--- src/common/wb_defines.svh ---
`ifndef WB_DEFINES_SVH
`define WB_DEFINES_SVH

// datapath and field widths
`define DATA_W          32
`define GPR_ADDR_W      5
`define CSR_NUM_W       14
`define ECODE_W         6
`define ESUBCODE_W      9
`define EXCP_NUM_W      9

// bit positions inside the one-hot exception vector
`define EXCP_INT        0
`define EXCP_SYS        5
`define EXCP_BRK        6
`define EXCP_INE        7
`define EXCP_IPE        8

// exception codes as written to estat.ecode
`define ECODE_INT       6'h00
`define ECODE_SYS       6'h0b
`define ECODE_BRK       6'h0c
`define ECODE_INE       6'h0d
`define ECODE_IPE       6'h0e

// csr numbers
`define CSR_CRMD        14'h000
`define CSR_PRMD        14'h001
`define CSR_ESTAT       14'h005
`define CSR_ERA         14'h006
`define CSR_EENTRY      14'h00c

// exception entry after reset, 64 byte aligned
`define EENTRY_RESET    32'h1c00_8000

`endif

--- src/common/wb_pkg.sv ---
`include "wb_defines.svh"

package wb_pkg;

    // one retiring instruction as handed over by the memory stage
    typedef struct packed {
        logic [`DATA_W-1:0]      pc;
        logic [`DATA_W-1:0]      inst;
        logic [`DATA_W-1:0]      result;
        logic                    wreg_en;
        logic [`GPR_ADDR_W-1:0]  wreg_index;
        // one-hot, int adef tlbr pif ppi syscall brk ine ipe
        logic [`EXCP_NUM_W-1:0]  excp_num;
        logic                    ertn;
        logic                    csr_we;
        logic [`CSR_NUM_W-1:0]   csr_num;
        logic [`DATA_W-1:0]      csr_wdata;
    } mem_wb_t;

    // commit request toward the csr unit
    typedef struct packed {
        logic                    excp;
        logic                    ertn;
        logic [`ECODE_W-1:0]     ecode;
        logic [`ESUBCODE_W-1:0]  esubcode;
        logic [`DATA_W-1:0]      era;
        logic                    csr_we;
        logic [`CSR_NUM_W-1:0]   csr_num;
        logic [`DATA_W-1:0]      csr_wdata;
    } csr_req_t;

    // forwarding bundle for earlier stages
    typedef struct packed {
        logic                    we;
        logic [`GPR_ADDR_W-1:0]  index;
        logic [`DATA_W-1:0]      data;
    } bypass_t;

    // implemented csrs
    typedef enum logic [`CSR_NUM_W-1:0] {
        CSR_IDX_CRMD   = `CSR_CRMD,
        CSR_IDX_PRMD   = `CSR_PRMD,
        CSR_IDX_ESTAT  = `CSR_ESTAT,
        CSR_IDX_ERA    = `CSR_ERA,
        CSR_IDX_EENTRY = `CSR_EENTRY
    } csr_index_e;

endpackage

--- src/common/stage_if.sv ---
`timescale 1ns/10ps

// valid/ready link between two pipeline stages
interface stage_if #(
    parameter type payload_t = logic [31:0]
) ();

    // source side
    logic     valid;
    payload_t payload;

    // sink side
    logic     ready;

    // transfer on a rising edge with both valid and ready high
    // payload held by the source until that edge

    modport source (
        output valid,
        output payload,
        input  ready
    );

    modport sink (
        input  valid,
        input  payload,
        output ready
    );

    // passive view for checkers
    modport monitor (
        input valid,
        input payload,
        input ready
    );

endinterface

--- src/hw/mem_wb_buffer.sv ---
`timescale 1ns/10ps

module mem_wb_buffer #(
    parameter type payload_t = logic [31:0]
) (
    input  logic   clk,
    input  logic   arst_n,
    input  logic   flush,
    stage_if.sink  up,
    stage_if.source down
);

    logic     valid_q;
    payload_t data_q;
    logic     up_fire;
    logic     down_fire;

    // accept when empty or when the held entry leaves this cycle
    assign up.ready = !valid_q || down.ready;

    assign up_fire   = up.valid && up.ready;
    assign down_fire = valid_q && down.ready;

    // occupancy
    always_ff @(posedge clk or negedge arst_n) begin
        if (!arst_n) begin
            valid_q <= 1'b0;
        end else if (up_fire && !flush) begin
            valid_q <= 1'b1;
        end else if (down_fire) begin
            valid_q <= 1'b0;
        end
    end

    // payload only, no reset
    always_ff @(posedge clk) begin
        if (up_fire && !flush) begin
            data_q <= up.payload;
        end
    end

    assign down.valid   = valid_q;
    assign down.payload = data_q;

    // stalled offer from the memory stage must hold until accepted
    a_stable_while_stalled: assert property (
        @(posedge clk) disable iff (!arst_n)
        up.valid && !up.ready |=> up.valid && $stable(up.payload)
    );

endmodule

--- src/wb/wb_stage.sv ---
`timescale 1ns/10ps
`include "wb_defines.svh"

module wb_stage (
    input  logic                     clk,
    input  logic                     arst_n,
    stage_if.sink                    up,
    input  logic                     retire_ready,
    input  logic [`DATA_W-1:0]       flush_target,
    output logic                     retire_valid,
    output logic [`DATA_W-1:0]       retire_pc,
    output logic [`DATA_W-1:0]       retire_inst,
    output logic                     flush,
    output wb_pkg::csr_req_t         csr_req,
    output logic                     commit,
    output logic                     rf_we,
    output logic [`GPR_ADDR_W-1:0]   rf_waddr,
    output logic [`DATA_W-1:0]       rf_wdata,
    output wb_pkg::bypass_t          bypass
);

    import wb_pkg::*;

    mem_wb_t                 entry;
    logic                    has_excp;
    logic [`ECODE_W-1:0]     ecode;

    assign entry = up.payload;

    // handshake toward retire
    assign up.ready     = retire_ready;
    assign retire_valid = up.valid;
    assign commit       = up.valid && retire_ready;
    assign retire_pc    = entry.pc;
    assign retire_inst  = entry.inst;

    assign has_excp = |entry.excp_num;

    // fixed priority, int first
    // tlb and adef bits fall through to code zero
    always_comb begin
        if (entry.excp_num[`EXCP_INT]) begin
            ecode = `ECODE_INT;
        end else if (entry.excp_num[`EXCP_SYS]) begin
            ecode = `ECODE_SYS;
        end else if (entry.excp_num[`EXCP_BRK]) begin
            ecode = `ECODE_BRK;
        end else if (entry.excp_num[`EXCP_INE]) begin
            ecode = `ECODE_INE;
        end else if (entry.excp_num[`EXCP_IPE]) begin
            ecode = `ECODE_IPE;
        end else begin
            ecode = '0;
        end
    end

    // redirect the front end on exception or return
    assign flush = commit && (has_excp || entry.ertn);

    // csr side, write dropped if the instruction traps
    assign csr_req.excp      = has_excp;
    assign csr_req.ertn      = entry.ertn;
    assign csr_req.ecode     = ecode;
    // no implemented cause has a subcode
    assign csr_req.esubcode  = '0;
    assign csr_req.era       = entry.pc;
    assign csr_req.csr_we    = entry.csr_we && !has_excp;
    assign csr_req.csr_num   = entry.csr_num;
    assign csr_req.csr_wdata = entry.csr_wdata;

    // gpr write only on a clean commit
    assign rf_we    = commit && entry.wreg_en && !has_excp;
    assign rf_waddr = entry.wreg_index;
    assign rf_wdata = entry.result;

    // forwarding follows the held entry, not the commit
    assign bypass.we    = up.valid && entry.wreg_en && !has_excp;
    assign bypass.index = entry.wreg_index;
    assign bypass.data  = entry.result;

    // memory stage never tags one instruction as both trap and return
    a_excp_ertn_exclusive: assert property (
        @(posedge clk) disable iff (!arst_n)
        commit |-> !(has_excp && entry.ertn)
    );

    // csr unit must hand back a defined target whenever we redirect
    a_flush_target_known: assert property (
        @(posedge clk) disable iff (!arst_n)
        flush |-> !$isunknown(flush_target)
    );

endmodule

--- src/wb/csr_excp_unit.sv ---
`timescale 1ns/10ps
`include "wb_defines.svh"

module csr_excp_unit (
    input  logic                    clk,
    input  logic                    arst_n,
    input  logic                    commit,
    input  wb_pkg::csr_req_t        csr_req,
    input  logic [`CSR_NUM_W-1:0]   dbg_csr_num,
    output logic [`DATA_W-1:0]      flush_target,
    output logic [`DATA_W-1:0]      dbg_csr_data
);

    import wb_pkg::*;

    // crmd, only plv and ie kept
    logic [1:0]              crmd_plv;
    logic                    crmd_ie;
    // prmd, previous plv and ie
    logic [1:0]              prmd_pplv;
    logic                    prmd_pie;
    // estat, cause plus software interrupt bits
    logic [`ECODE_W-1:0]     estat_ecode;
    logic [`ESUBCODE_W-1:0]  estat_esubcode;
    logic [1:0]              estat_is;
    logic [`DATA_W-1:0]      era;
    logic [`DATA_W-1:0]      eentry;

    always_ff @(posedge clk or negedge arst_n) begin
        if (!arst_n) begin
            crmd_plv       <= 2'd0;
            crmd_ie        <= 1'b0;
            prmd_pplv      <= 2'd0;
            prmd_pie       <= 1'b0;
            estat_ecode    <= '0;
            estat_esubcode <= '0;
            estat_is       <= 2'd0;
            era            <= '0;
            eentry         <= `EENTRY_RESET;
        end else if (commit) begin
            if (csr_req.excp) begin
                // save mode, drop to kernel with interrupts off
                prmd_pplv      <= crmd_plv;
                prmd_pie       <= crmd_ie;
                crmd_plv       <= 2'd0;
                crmd_ie        <= 1'b0;
                estat_ecode    <= csr_req.ecode;
                estat_esubcode <= csr_req.esubcode;
                era            <= csr_req.era;
            end else if (csr_req.ertn) begin
                crmd_plv <= prmd_pplv;
                crmd_ie  <= prmd_pie;
            end else if (csr_req.csr_we) begin
                case (csr_req.csr_num)
                    CSR_IDX_CRMD: begin
                        crmd_plv <= csr_req.csr_wdata[1:0];
                        crmd_ie  <= csr_req.csr_wdata[2];
                    end
                    CSR_IDX_PRMD: begin
                        prmd_pplv <= csr_req.csr_wdata[1:0];
                        prmd_pie  <= csr_req.csr_wdata[2];
                    end
                    // cause fields are read only for software
                    CSR_IDX_ESTAT:  estat_is <= csr_req.csr_wdata[1:0];
                    CSR_IDX_ERA:    era      <= csr_req.csr_wdata;
                    // entry stays 64 byte aligned
                    CSR_IDX_EENTRY: eentry   <= {csr_req.csr_wdata[31:6], 6'b0};
                    default: ;
                endcase
            end
        end
    end

    // trap goes to eentry, return goes to era
    assign flush_target = csr_req.excp ? eentry : era;

    // observation port, shows state after the last edge
    always_comb begin
        case (dbg_csr_num)
            CSR_IDX_CRMD:   dbg_csr_data = {29'b0, crmd_ie, crmd_plv};
            CSR_IDX_PRMD:   dbg_csr_data = {29'b0, prmd_pie, prmd_pplv};
            CSR_IDX_ESTAT:  dbg_csr_data = {1'b0, estat_esubcode, estat_ecode, 14'b0, estat_is};
            CSR_IDX_ERA:    dbg_csr_data = era;
            CSR_IDX_EENTRY: dbg_csr_data = eentry;
            default:        dbg_csr_data = '0;
        endcase
    end

endmodule

--- src/hw/reg_file.sv ---
`timescale 1ns/10ps
`include "wb_defines.svh"

module reg_file (
    input  logic                   clk,
    input  logic                   arst_n,
    input  logic                   we,
    input  logic [`GPR_ADDR_W-1:0] waddr,
    input  logic [`DATA_W-1:0]     wdata,
    input  logic [`GPR_ADDR_W-1:0] dbg_addr,
    output logic [`DATA_W-1:0]     dbg_data
);

    localparam int NUM_REGS = 1 << `GPR_ADDR_W;

    logic [`DATA_W-1:0] regs [NUM_REGS];

    // single write port, r0 never written
    always_ff @(posedge clk or negedge arst_n) begin
        if (!arst_n) begin
            for (int i = 0; i < NUM_REGS; i++) begin
                regs[i] <= '0;
            end
        end else if (we && (waddr != '0)) begin
            regs[waddr] <= wdata;
        end
    end

    // r0 reads zero
    // combinational, new value visible right after the write edge
    always_comb begin
        if (dbg_addr == '0) begin
            dbg_data = '0;
        end else begin
            dbg_data = regs[dbg_addr];
        end
    end

endmodule

--- src/hw/wb_subsys_top.sv ---
`timescale 1ns/10ps
`include "wb_defines.svh"

module wb_subsys_top (
    input  logic                    clk,
    input  logic                    arst_n,
    // memory stage side
    input  logic                    in_valid,
    output logic                    in_ready,
    input  logic [`DATA_W-1:0]      in_pc,
    input  logic [`DATA_W-1:0]      in_inst,
    input  logic [`DATA_W-1:0]      in_result,
    input  logic                    in_wreg_en,
    input  logic [`GPR_ADDR_W-1:0]  in_wreg_index,
    input  logic [`EXCP_NUM_W-1:0]  in_excp_num,
    input  logic                    in_ertn,
    input  logic                    in_csr_we,
    input  logic [`CSR_NUM_W-1:0]   in_csr_num,
    input  logic [`DATA_W-1:0]      in_csr_wdata,
    // retire
    output logic                    retire_valid,
    input  logic                    retire_ready,
    output logic [`DATA_W-1:0]      retire_pc,
    output logic [`DATA_W-1:0]      retire_inst,
    // redirect
    output logic                    flush,
    output logic [`DATA_W-1:0]      flush_target,
    // forwarding
    output logic                    byp_we,
    output logic [`GPR_ADDR_W-1:0]  byp_index,
    output logic [`DATA_W-1:0]      byp_data,
    // observation
    input  logic [`GPR_ADDR_W-1:0]  dbg_reg_addr,
    output logic [`DATA_W-1:0]      dbg_reg_data,
    input  logic [`CSR_NUM_W-1:0]   dbg_csr_num,
    output logic [`DATA_W-1:0]      dbg_csr_data
);

    import wb_pkg::*;

    stage_if #(.payload_t(mem_wb_t)) in_if ();
    stage_if #(.payload_t(mem_wb_t)) mw_if ();

    csr_req_t               csr_req;
    logic                   commit;
    logic                   rf_we;
    logic [`GPR_ADDR_W-1:0] rf_waddr;
    logic [`DATA_W-1:0]     rf_wdata;
    bypass_t                bypass;

    // pack the flat input into the pipeline payload
    assign in_if.valid   = in_valid;
    assign in_if.payload = '{pc: in_pc, inst: in_inst, result: in_result,
                             wreg_en: in_wreg_en, wreg_index: in_wreg_index,
                             excp_num: in_excp_num, ertn: in_ertn, csr_we: in_csr_we,
                             csr_num: in_csr_num, csr_wdata: in_csr_wdata};
    assign in_ready      = in_if.ready;

    mem_wb_buffer #(.payload_t(mem_wb_t)) i_buffer (
        .clk, .arst_n, .flush, .up(in_if), .down(mw_if)
    );

    wb_stage i_wb_stage (
        .clk, .arst_n, .up(mw_if), .retire_ready, .flush_target,
        .retire_valid, .retire_pc, .retire_inst, .flush, .csr_req, .commit,
        .rf_we, .rf_waddr, .rf_wdata, .bypass
    );

    csr_excp_unit i_csr (
        .clk, .arst_n, .commit, .csr_req, .dbg_csr_num, .flush_target, .dbg_csr_data
    );

    reg_file i_reg_file (
        .clk, .arst_n, .we(rf_we), .waddr(rf_waddr), .wdata(rf_wdata),
        .dbg_addr(dbg_reg_addr), .dbg_data(dbg_reg_data)
    );

    // unpack forwarding bundle
    assign byp_we    = bypass.we;
    assign byp_index = bypass.index;
    assign byp_data  = bypass.data;

endmodule

--- config.mk ---
export PLATFORM = sky130hd
export DESIGN_NAME = wb_subsys_top
export DESIGN_NICKNAME = d
export VERILOG_FILES = /design/src/common/wb_pkg.sv /design/src/common/stage_if.sv /design/src/hw/mem_wb_buffer.sv /design/src/wb/wb_stage.sv /design/src/wb/csr_excp_unit.sv /design/src/hw/reg_file.sv /design/src/hw/wb_subsys_top.sv
export VERILOG_INCLUDE_DIRS = /design/src /design/src/common
export SDC_FILE = /design/constraint.sdc
export NUM_CORES = 2
export LEC_CHECK = 0
export ABC_CLOCK_PERIOD_IN_PS = 7700
export BUFFER_PORTS_ARGS = -buffer_cell sky130_fd_sc_hd__buf_4
export CAP_MARGIN = 5
export CELL_PAD_IN_SITES_DETAIL_PLACEMENT = 1
export CELL_PAD_IN_SITES_GLOBAL_PLACEMENT = 2
export CORE_UTILIZATION = 40
export DETAILED_ROUTE_END_ITERATION = 8
export PLACE_DENSITY = 0.84
export SYNTH_ARGS = -nofsm -noshare
export SYNTH_HDL_FRONTEND = slang
export SYNTH_SLANG_ARGS = --single-unit
--- constraint.sdc ---
create_clock -name clk -period 7.7 [get_ports clk]
set_clock_uncertainty 0.1 [all_clocks]
set_input_delay 0.77 -clock clk [delete_from_list [all_inputs] [get_ports clk]]
set_output_delay 0.77 -clock clk [all_outputs]
set_load 0.1 [all_outputs]
# After elaboration in Yosys (flattened, before gate mapping)
# Cells that the tools add are included.
# op_classes
n_mux,36
reduce_logical,33
eq_ne,9
n_lt_le_gt_ge,3
bitwise_logic,4
# op_table
op,n
$bwmux 1024,1
$mux 32,9
$bmux 32 s5,1
$demux 32 s5,1
$pmux 32 s5,1
$eq 14x3->1 const B,4
$eq 14x1->1 const B,2
$eq 14x4->1 const B,2
$logic_not 14->1,2
$mux 6,4
$mux 2,8
$ge 6x6->1 const B,2
$not 5->6,2
$logic_and 1x1->1,11
$mux 1,10
$reduce_and 5->1,2
$reduce_or 9->1,1
$reduce_and 4->1,2
$reduce_bool 2->1,4
$lt 6x1->1 const B,1
$reduce_bool 3->1,2
$logic_not 5->1,1
$reduce_bool 5->1,1
$mux 4,1
other kinds (6),10
# totals
ff_bits,1256
output_inout_bits,201
in_bits,182
word_cells,136

# Longest topological paths before layout
# depth
word_depth,6
ltp_mapped,9
ltp_nobuf,5

# By module
# From an unflattened synthesis, not the netlist that was laid out.
# hier_totals
hier_cells,3730
area_unflattened_um2,57546.4
# by_module_without_submodules
module,area_per_inst_um2,instances,cells_each,seq_area_each_um2
reg_file,46243.1,1,2955,25624.6
mem_wb_buffer,4834.6,1,164,4799.6
csr_excp_unit,4600.7,1,358,2031.9
wb_stage,1868.0,1,253,0.0

# Worst setup path after synthesis
# No wires, ideal clock.
# synth_path
kind,in2out
startpoint,input dbg_reg_addr[0]
endpoint,output dbg_reg_data[10]
arrival_time_ns,6.577
n_path_buf,5
stages,7
required_time_ns,6.830
setup_slack_ns,0.253
path_cell_list,clkbuf_1 -> buf_4 -> buf_4 -> buf_2 -> clkbuf_1 -> a211oi_1 -> a2111oi_0
# synth_via
elab_chain_cells,5
word_cells_on_any_way,6
cone_classes,mux: 4; bitwise: 1; reduce/logical: 1
# synth_lines
element,line,source
from (decl),wb_subsys_top.sv:33,"input logic [`GPR_ADDR_W-1:0] dbg_reg_addr,"
$not 5->6 (implied by the code),reg_file.sv:35,dbg_data = regs[dbg_addr];
$bmux 32 s5,reg_file.sv:35,
$mux 32 (implied by the code) (2 in series),reg_file.sv:35,
$mux 32 *,reg_file.sv:32,if (dbg_addr == '0) begin
to (decl),wb_subsys_top.sv:34,"output logic [`DATA_W-1:0] dbg_reg_data,"
# Every way passes the cells marked *; elsewhere a longest branch is shown, timed or not. The select of a mux whose other input is x is not followed.

# Worst setup path after layout
# layout_path
startpoint,input dbg_reg_addr[4]
endpoint,output dbg_reg_data[4]
# The elaborated chain is that of the path after synthesis.

==> impl_metrics.xml <==
<?xml version="1.0" encoding="UTF-8"?>
<metrics>
  <group name="critical_path">
    <metric name="critical_path_cell_sequence" unit="">buf_4, nand2b_2, buf_4, a211oi_1, a2111oi_0, buf_4</metric>
    <metric name="req_time_crit_path" unit="ps">6830</metric>
    <metric name="worstPathArrival" unit="ps">3960</metric>
    <metric name="path_class" unit="">in2out</metric>
    <metric name="cpMostUsedCell" unit="">sky130_fd_sc_hd__buf_4</metric>
    <metric name="timing.critical_path.slowest_stage_cell" unit="">sky130_fd_sc_hd__a2111oi_0</metric>
    <metric name="timing.critical_path.from_type" unit="">input port</metric>
    <metric name="critical_path_peak_fanout" unit="">34</metric>
    <metric name="timing.critical_path.slowest_cell_delay" unit="ps">840</metric>
    <metric name="cp-end-kind" unit="">primary output</metric>
    <metric name="r2r_cells" unit="">7</metric>
  </group>
  <group name="timing">
    <metric name="finalSetupViolCount" unit="">0</metric>
    <metric name="max_slew_margin" unit="">0.1689</metric>
    <metric name="post-route-min-period" unit="ps">4833</metric>
    <metric name="setup_tns" unit="ps">0</metric>
    <metric name="grt_setup_unrepaired" unit="">false</metric>
    <metric name="post-route-period-util" unit="">0.6276</metric>
    <metric name="max_freq" unit="MHz">206.9</metric>
    <metric name="worst_slew_pin_slew" unit="ps">1247</metric>
    <metric name="finalMaxSlewViolations" unit="">0</metric>
    <metric name="fin_worst_hold_slack" unit="ps">68.90</metric>
    <metric name="hold_viol_final" unit="">0</metric>
  </group>
  <group name="clocking">
    <metric name="clk_latency" unit="ps">770</metric>
    <metric name="maximum_count_of_clock_buffers_along_a_single_path" unit="">3</metric>
    <metric name="numClockSinks" unit="">1254</metric>
    <metric name="clk_pin_slew" unit="ps">60</metric>
    <metric name="cts-buffers-inserted" unit="">140</metric>
    <metric name="post_cts.resized_instances" unit="">0</metric>
    <metric name="h_tree_depth" unit="">4</metric>
    <metric name="clockRootBuffer" unit="">sky130_fd_sc_hd__clkbuf_16</metric>
    <metric name="cts_tree" unit="">done</metric>
  </group>
  <group name="layout">
    <metric name="fin_nets" unit="">3987</metric>
    <metric name="areaGrowthSynthToFinish" unit="%">15.45</metric>
    <metric name="drive_above_1_share" unit="">0.5121</metric>
  </group>
  <group name="pwr">
    <metric name="power.static_leakage" unit="nW">30.79</metric>
    <metric name="powerDensity" unit="nW/µm²">230.0</metric>
    <metric name="peak_supply_drop" unit="µV">218.3</metric>
    <metric name="report.power.total" unit="mW">14.87</metric>
  </group>
  <group name="yosys">
    <metric name="synth.avg_cell_area" unit="µm²">15.42</metric>
    <metric name="commonest_register_cell_after_synthesis" unit="">sky130_fd_sc_hd__dfrtp_1</metric>
    <metric name="synth.ff_latch_count" unit="">1254</metric>
    <metric name="most_frequent_cell_after_synthesis" unit="">sky130_fd_sc_hd__dfrtp_1</metric>
    <metric name="yosysWarningCount" unit="">0</metric>
    <metric name="postSynthCellCount" unit="">3630</metric>
    <metric name="postSynthNetCount" unit="">3812</metric>
    <metric name="netlist_top_cells_count" unit="">sky130_fd_sc_hd__dfrtp_1, sky130_fd_sc_hd__mux2_2, sky130_fd_sc_hd__mux4_2</metric>
    <metric name="post-synth-top-area-cell" unit="">sky130_fd_sc_hd__dfrtp_1</metric>
    <metric name="synth_sequential_area_ratio" unit="">0.5749</metric>
    <metric name="postSynth.asyncResetShare" unit="">0.8732</metric>
    <metric name="synth_enable_flop_cells" unit="">159</metric>
    <metric name="synth_largest_type_area_fraction" unit="">0.4877</metric>
    <metric name="synth.cell_area" unit="µm²">55980</metric>
    <metric name="synth.top_cells.by_area" unit="">sky130_fd_sc_hd__dfrtp_1, sky130_fd_sc_hd__mux2_2, sky130_fd_sc_hd__mux4_2</metric>
    <metric name="synth.lib_cells_used.distinct" unit="">54</metric>
  </group>
  <group name="flow_run">
    <metric name="cap_viol_max_count" unit="">0</metric>
  </group>
  <group name="grt">
    <metric name="grt.total_usage" unit="">0.2185</metric>
    <metric name="first_pass_grt_wire_length" unit="µm">233300</metric>
    <metric name="grt_max_degree" unit="">179</metric>
    <metric name="via_count_of_the_first_global_routing_pass" unit="">35790</metric>
    <metric name="grt.overflow.total" unit="">0</metric>
    <metric name="grt_antenna_before_repair" unit="">2</metric>
  </group>
  <group name="route">
    <metric name="drcViolationCount" unit="">0</metric>
    <metric name="detail-route-antenna-nets" unit="">0</metric>
    <metric name="finalWirelength" unit="µm">150800</metric>
    <metric name="wl_per_cell" unit="µm">26.11</metric>
    <metric name="routed_via_density" unit="">5.516</metric>
    <metric name="first_pass_iters" unit="">6</metric>
    <metric name="drt_iter0_markers" unit="">1763</metric>
    <metric name="vias" unit="">31853</metric>
  </group>
  <group name="worst_hold_path">
    <metric name="hold_depth" unit="">1</metric>
    <metric name="holdCritPathClass" unit="">in2reg</metric>
  </group>
  <group name="die">
    <metric name="die_h" unit="µm">376.1</metric>
    <metric name="initial_core_util" unit="">0.4051</metric>
    <metric name="fp.dieArea" unit="µm²">141400</metric>
    <metric name="io_pins" unit="">383</metric>
    <metric name="floorplan.core_area" unit="µm²">138200</metric>
    <metric name="fp.dieW" unit="µm">376.1</metric>
    <metric name="num_rows" unit="">136</metric>
  </group>
  <group name="placement">
    <metric name="dp_hpwl" unit="µm">84300</metric>
    <metric name="final_gp_congestion" unit="">0.7491</metric>
    <metric name="numPortBuffers" unit="">382</metric>
  </group>
  <group name="run_status">
    <metric name="status" unit="">finished clean</metric>
  </group>
</metrics>
routing by layer:
metal	track usage	vias to the layer above	routed length (µm)
met1	0.2870	17359	64330
met3	0.03806	244	6392
met2	0.3714	674	76230
li1	-	13574	-
met5	0	-	13
met4	0.06167	2	3845
layout by cell type, fill, tap and decap left out, drive strengths merged, types with 2 or more instances in the layout:
cell type and instances:
buf 455, a221oi 21, a2111oi 9, edfxtp 159, a31oi 2, a21oi 42
dfrtp 1091, o22a 6, clkinv 28, a211oi 24, mux2i 56, a222oi 4
nor4 6, nand2 211, bufinv 7, dfstp 4, a211o 16, mux2 1077
nor2b 30, o41ai 3, a22o 22, nor2 61, nand3 5, nor4b 4
nand2b 3, clkbuf 198, o21ai 14, mux4 256, dlygate4sd3 24, a22oi 13
and3 6, inv 19, and2 12, clkinvlp 2, nor3 7, nand4b 3
nand4 2, or4 2
layout make-up:
cell class                      count  area (µm²)
Antenna cell                        1       2.502
Inverter                            6       22.52
Timing Repair Buffer              479        3786
Fill cell                       13438       73550
Sequential cell                  1254       32180
Clock inverter                     50       571.8
Clock buffer                      198        4099
Tap cell                         1863        2331
Multi-Input combinational cell   1924       21630
flip-flops by register name (all words and copies together) (netlist names), 2 cells and up:
register	count
i_csr.estat_is	2
i_csr.era	32
i_reg_file.regs	1024
i_csr.crmd_plv	2
i_csr.eentry	26
i_csr.prmd_pplv	2
i_buffer.down.payload	159
i_csr.estat_ecode	4
cells by family (layout without fill, tap and decap cells):
kind of cell	Yosys count	after routing	synth area share
AOI/OAI and AO/OA	180	180	0.02354
and+or+nand+nor	355	355	0.02959
other	0	1	0
DFF	1254	1254	0.5749
buffers and inverters	452	733	0.04231
muxes	1389	1389	0.3297
worst max-delay path, delay by kind of cell:
family	cells	cell delay, ps
compound gates	2	920
buf+inv	3	1460
simple gates	1	710
metrics by stage:
step | worst slack (ps) | area (µm²) | std cells | util
global placement | 2962 | 59710 | 5502 | 0.4322
CTS | 2855 | 64620 | 5774 | 0.4677
global route | 2762 | 64630 | 5775 | 0.4677
finish | 2867 | 64630 | 5775 | 0.4677
detailed placement | 2892 | 59710 | 5502 | 0.4322
floorplan | 253.1 | 55980 | 3630 | -
final timing paths:
| check | start | endpoint | slack [ps] |
|---|---|---|---|
| min in group asynchronous | arst_n | i_reg_file.regs[915]$_DFFE_PN0P_ | 530 |
| worst min register to register | i_reg_file.regs[1003]$_DFFE_PN0P_ | i_reg_file.regs[1003]$_DFFE_PN0P_ | 270 |
| worst max register to register | i_buffer.down.payload[52]$_DFFE_PP_ | i_reg_file.regs[205]$_DFFE_PN0P_ | 3570 |
| max in group asynchronous | arst_n | i_reg_file.regs[907]$_DFFE_PN0P_ | 5190 |
| worst max-delay path | dbg_reg_addr[4] | dbg_reg_data[4] | 2870 |
| worst min-delay path | in_csr_wdata[17] | i_buffer.down.payload[17]$_DFFE_PP_ | 70 |
power by group:
part | switching, mW | leakage [nW] | internal (mW)
sequential | 0.175 | 16.7 | 6.85
combinational | 0.764 | 11.8 | 0.285
clock | 2.82 | 2.31 | 3.97
repair_timing:
item                                   4_1_cts  5_1_grt
endpoints found under the hold margin      107        0
setup buffers                                0        0
hold buffers                                24        0
Note: power is estimated with default switching activity, not from simulation.
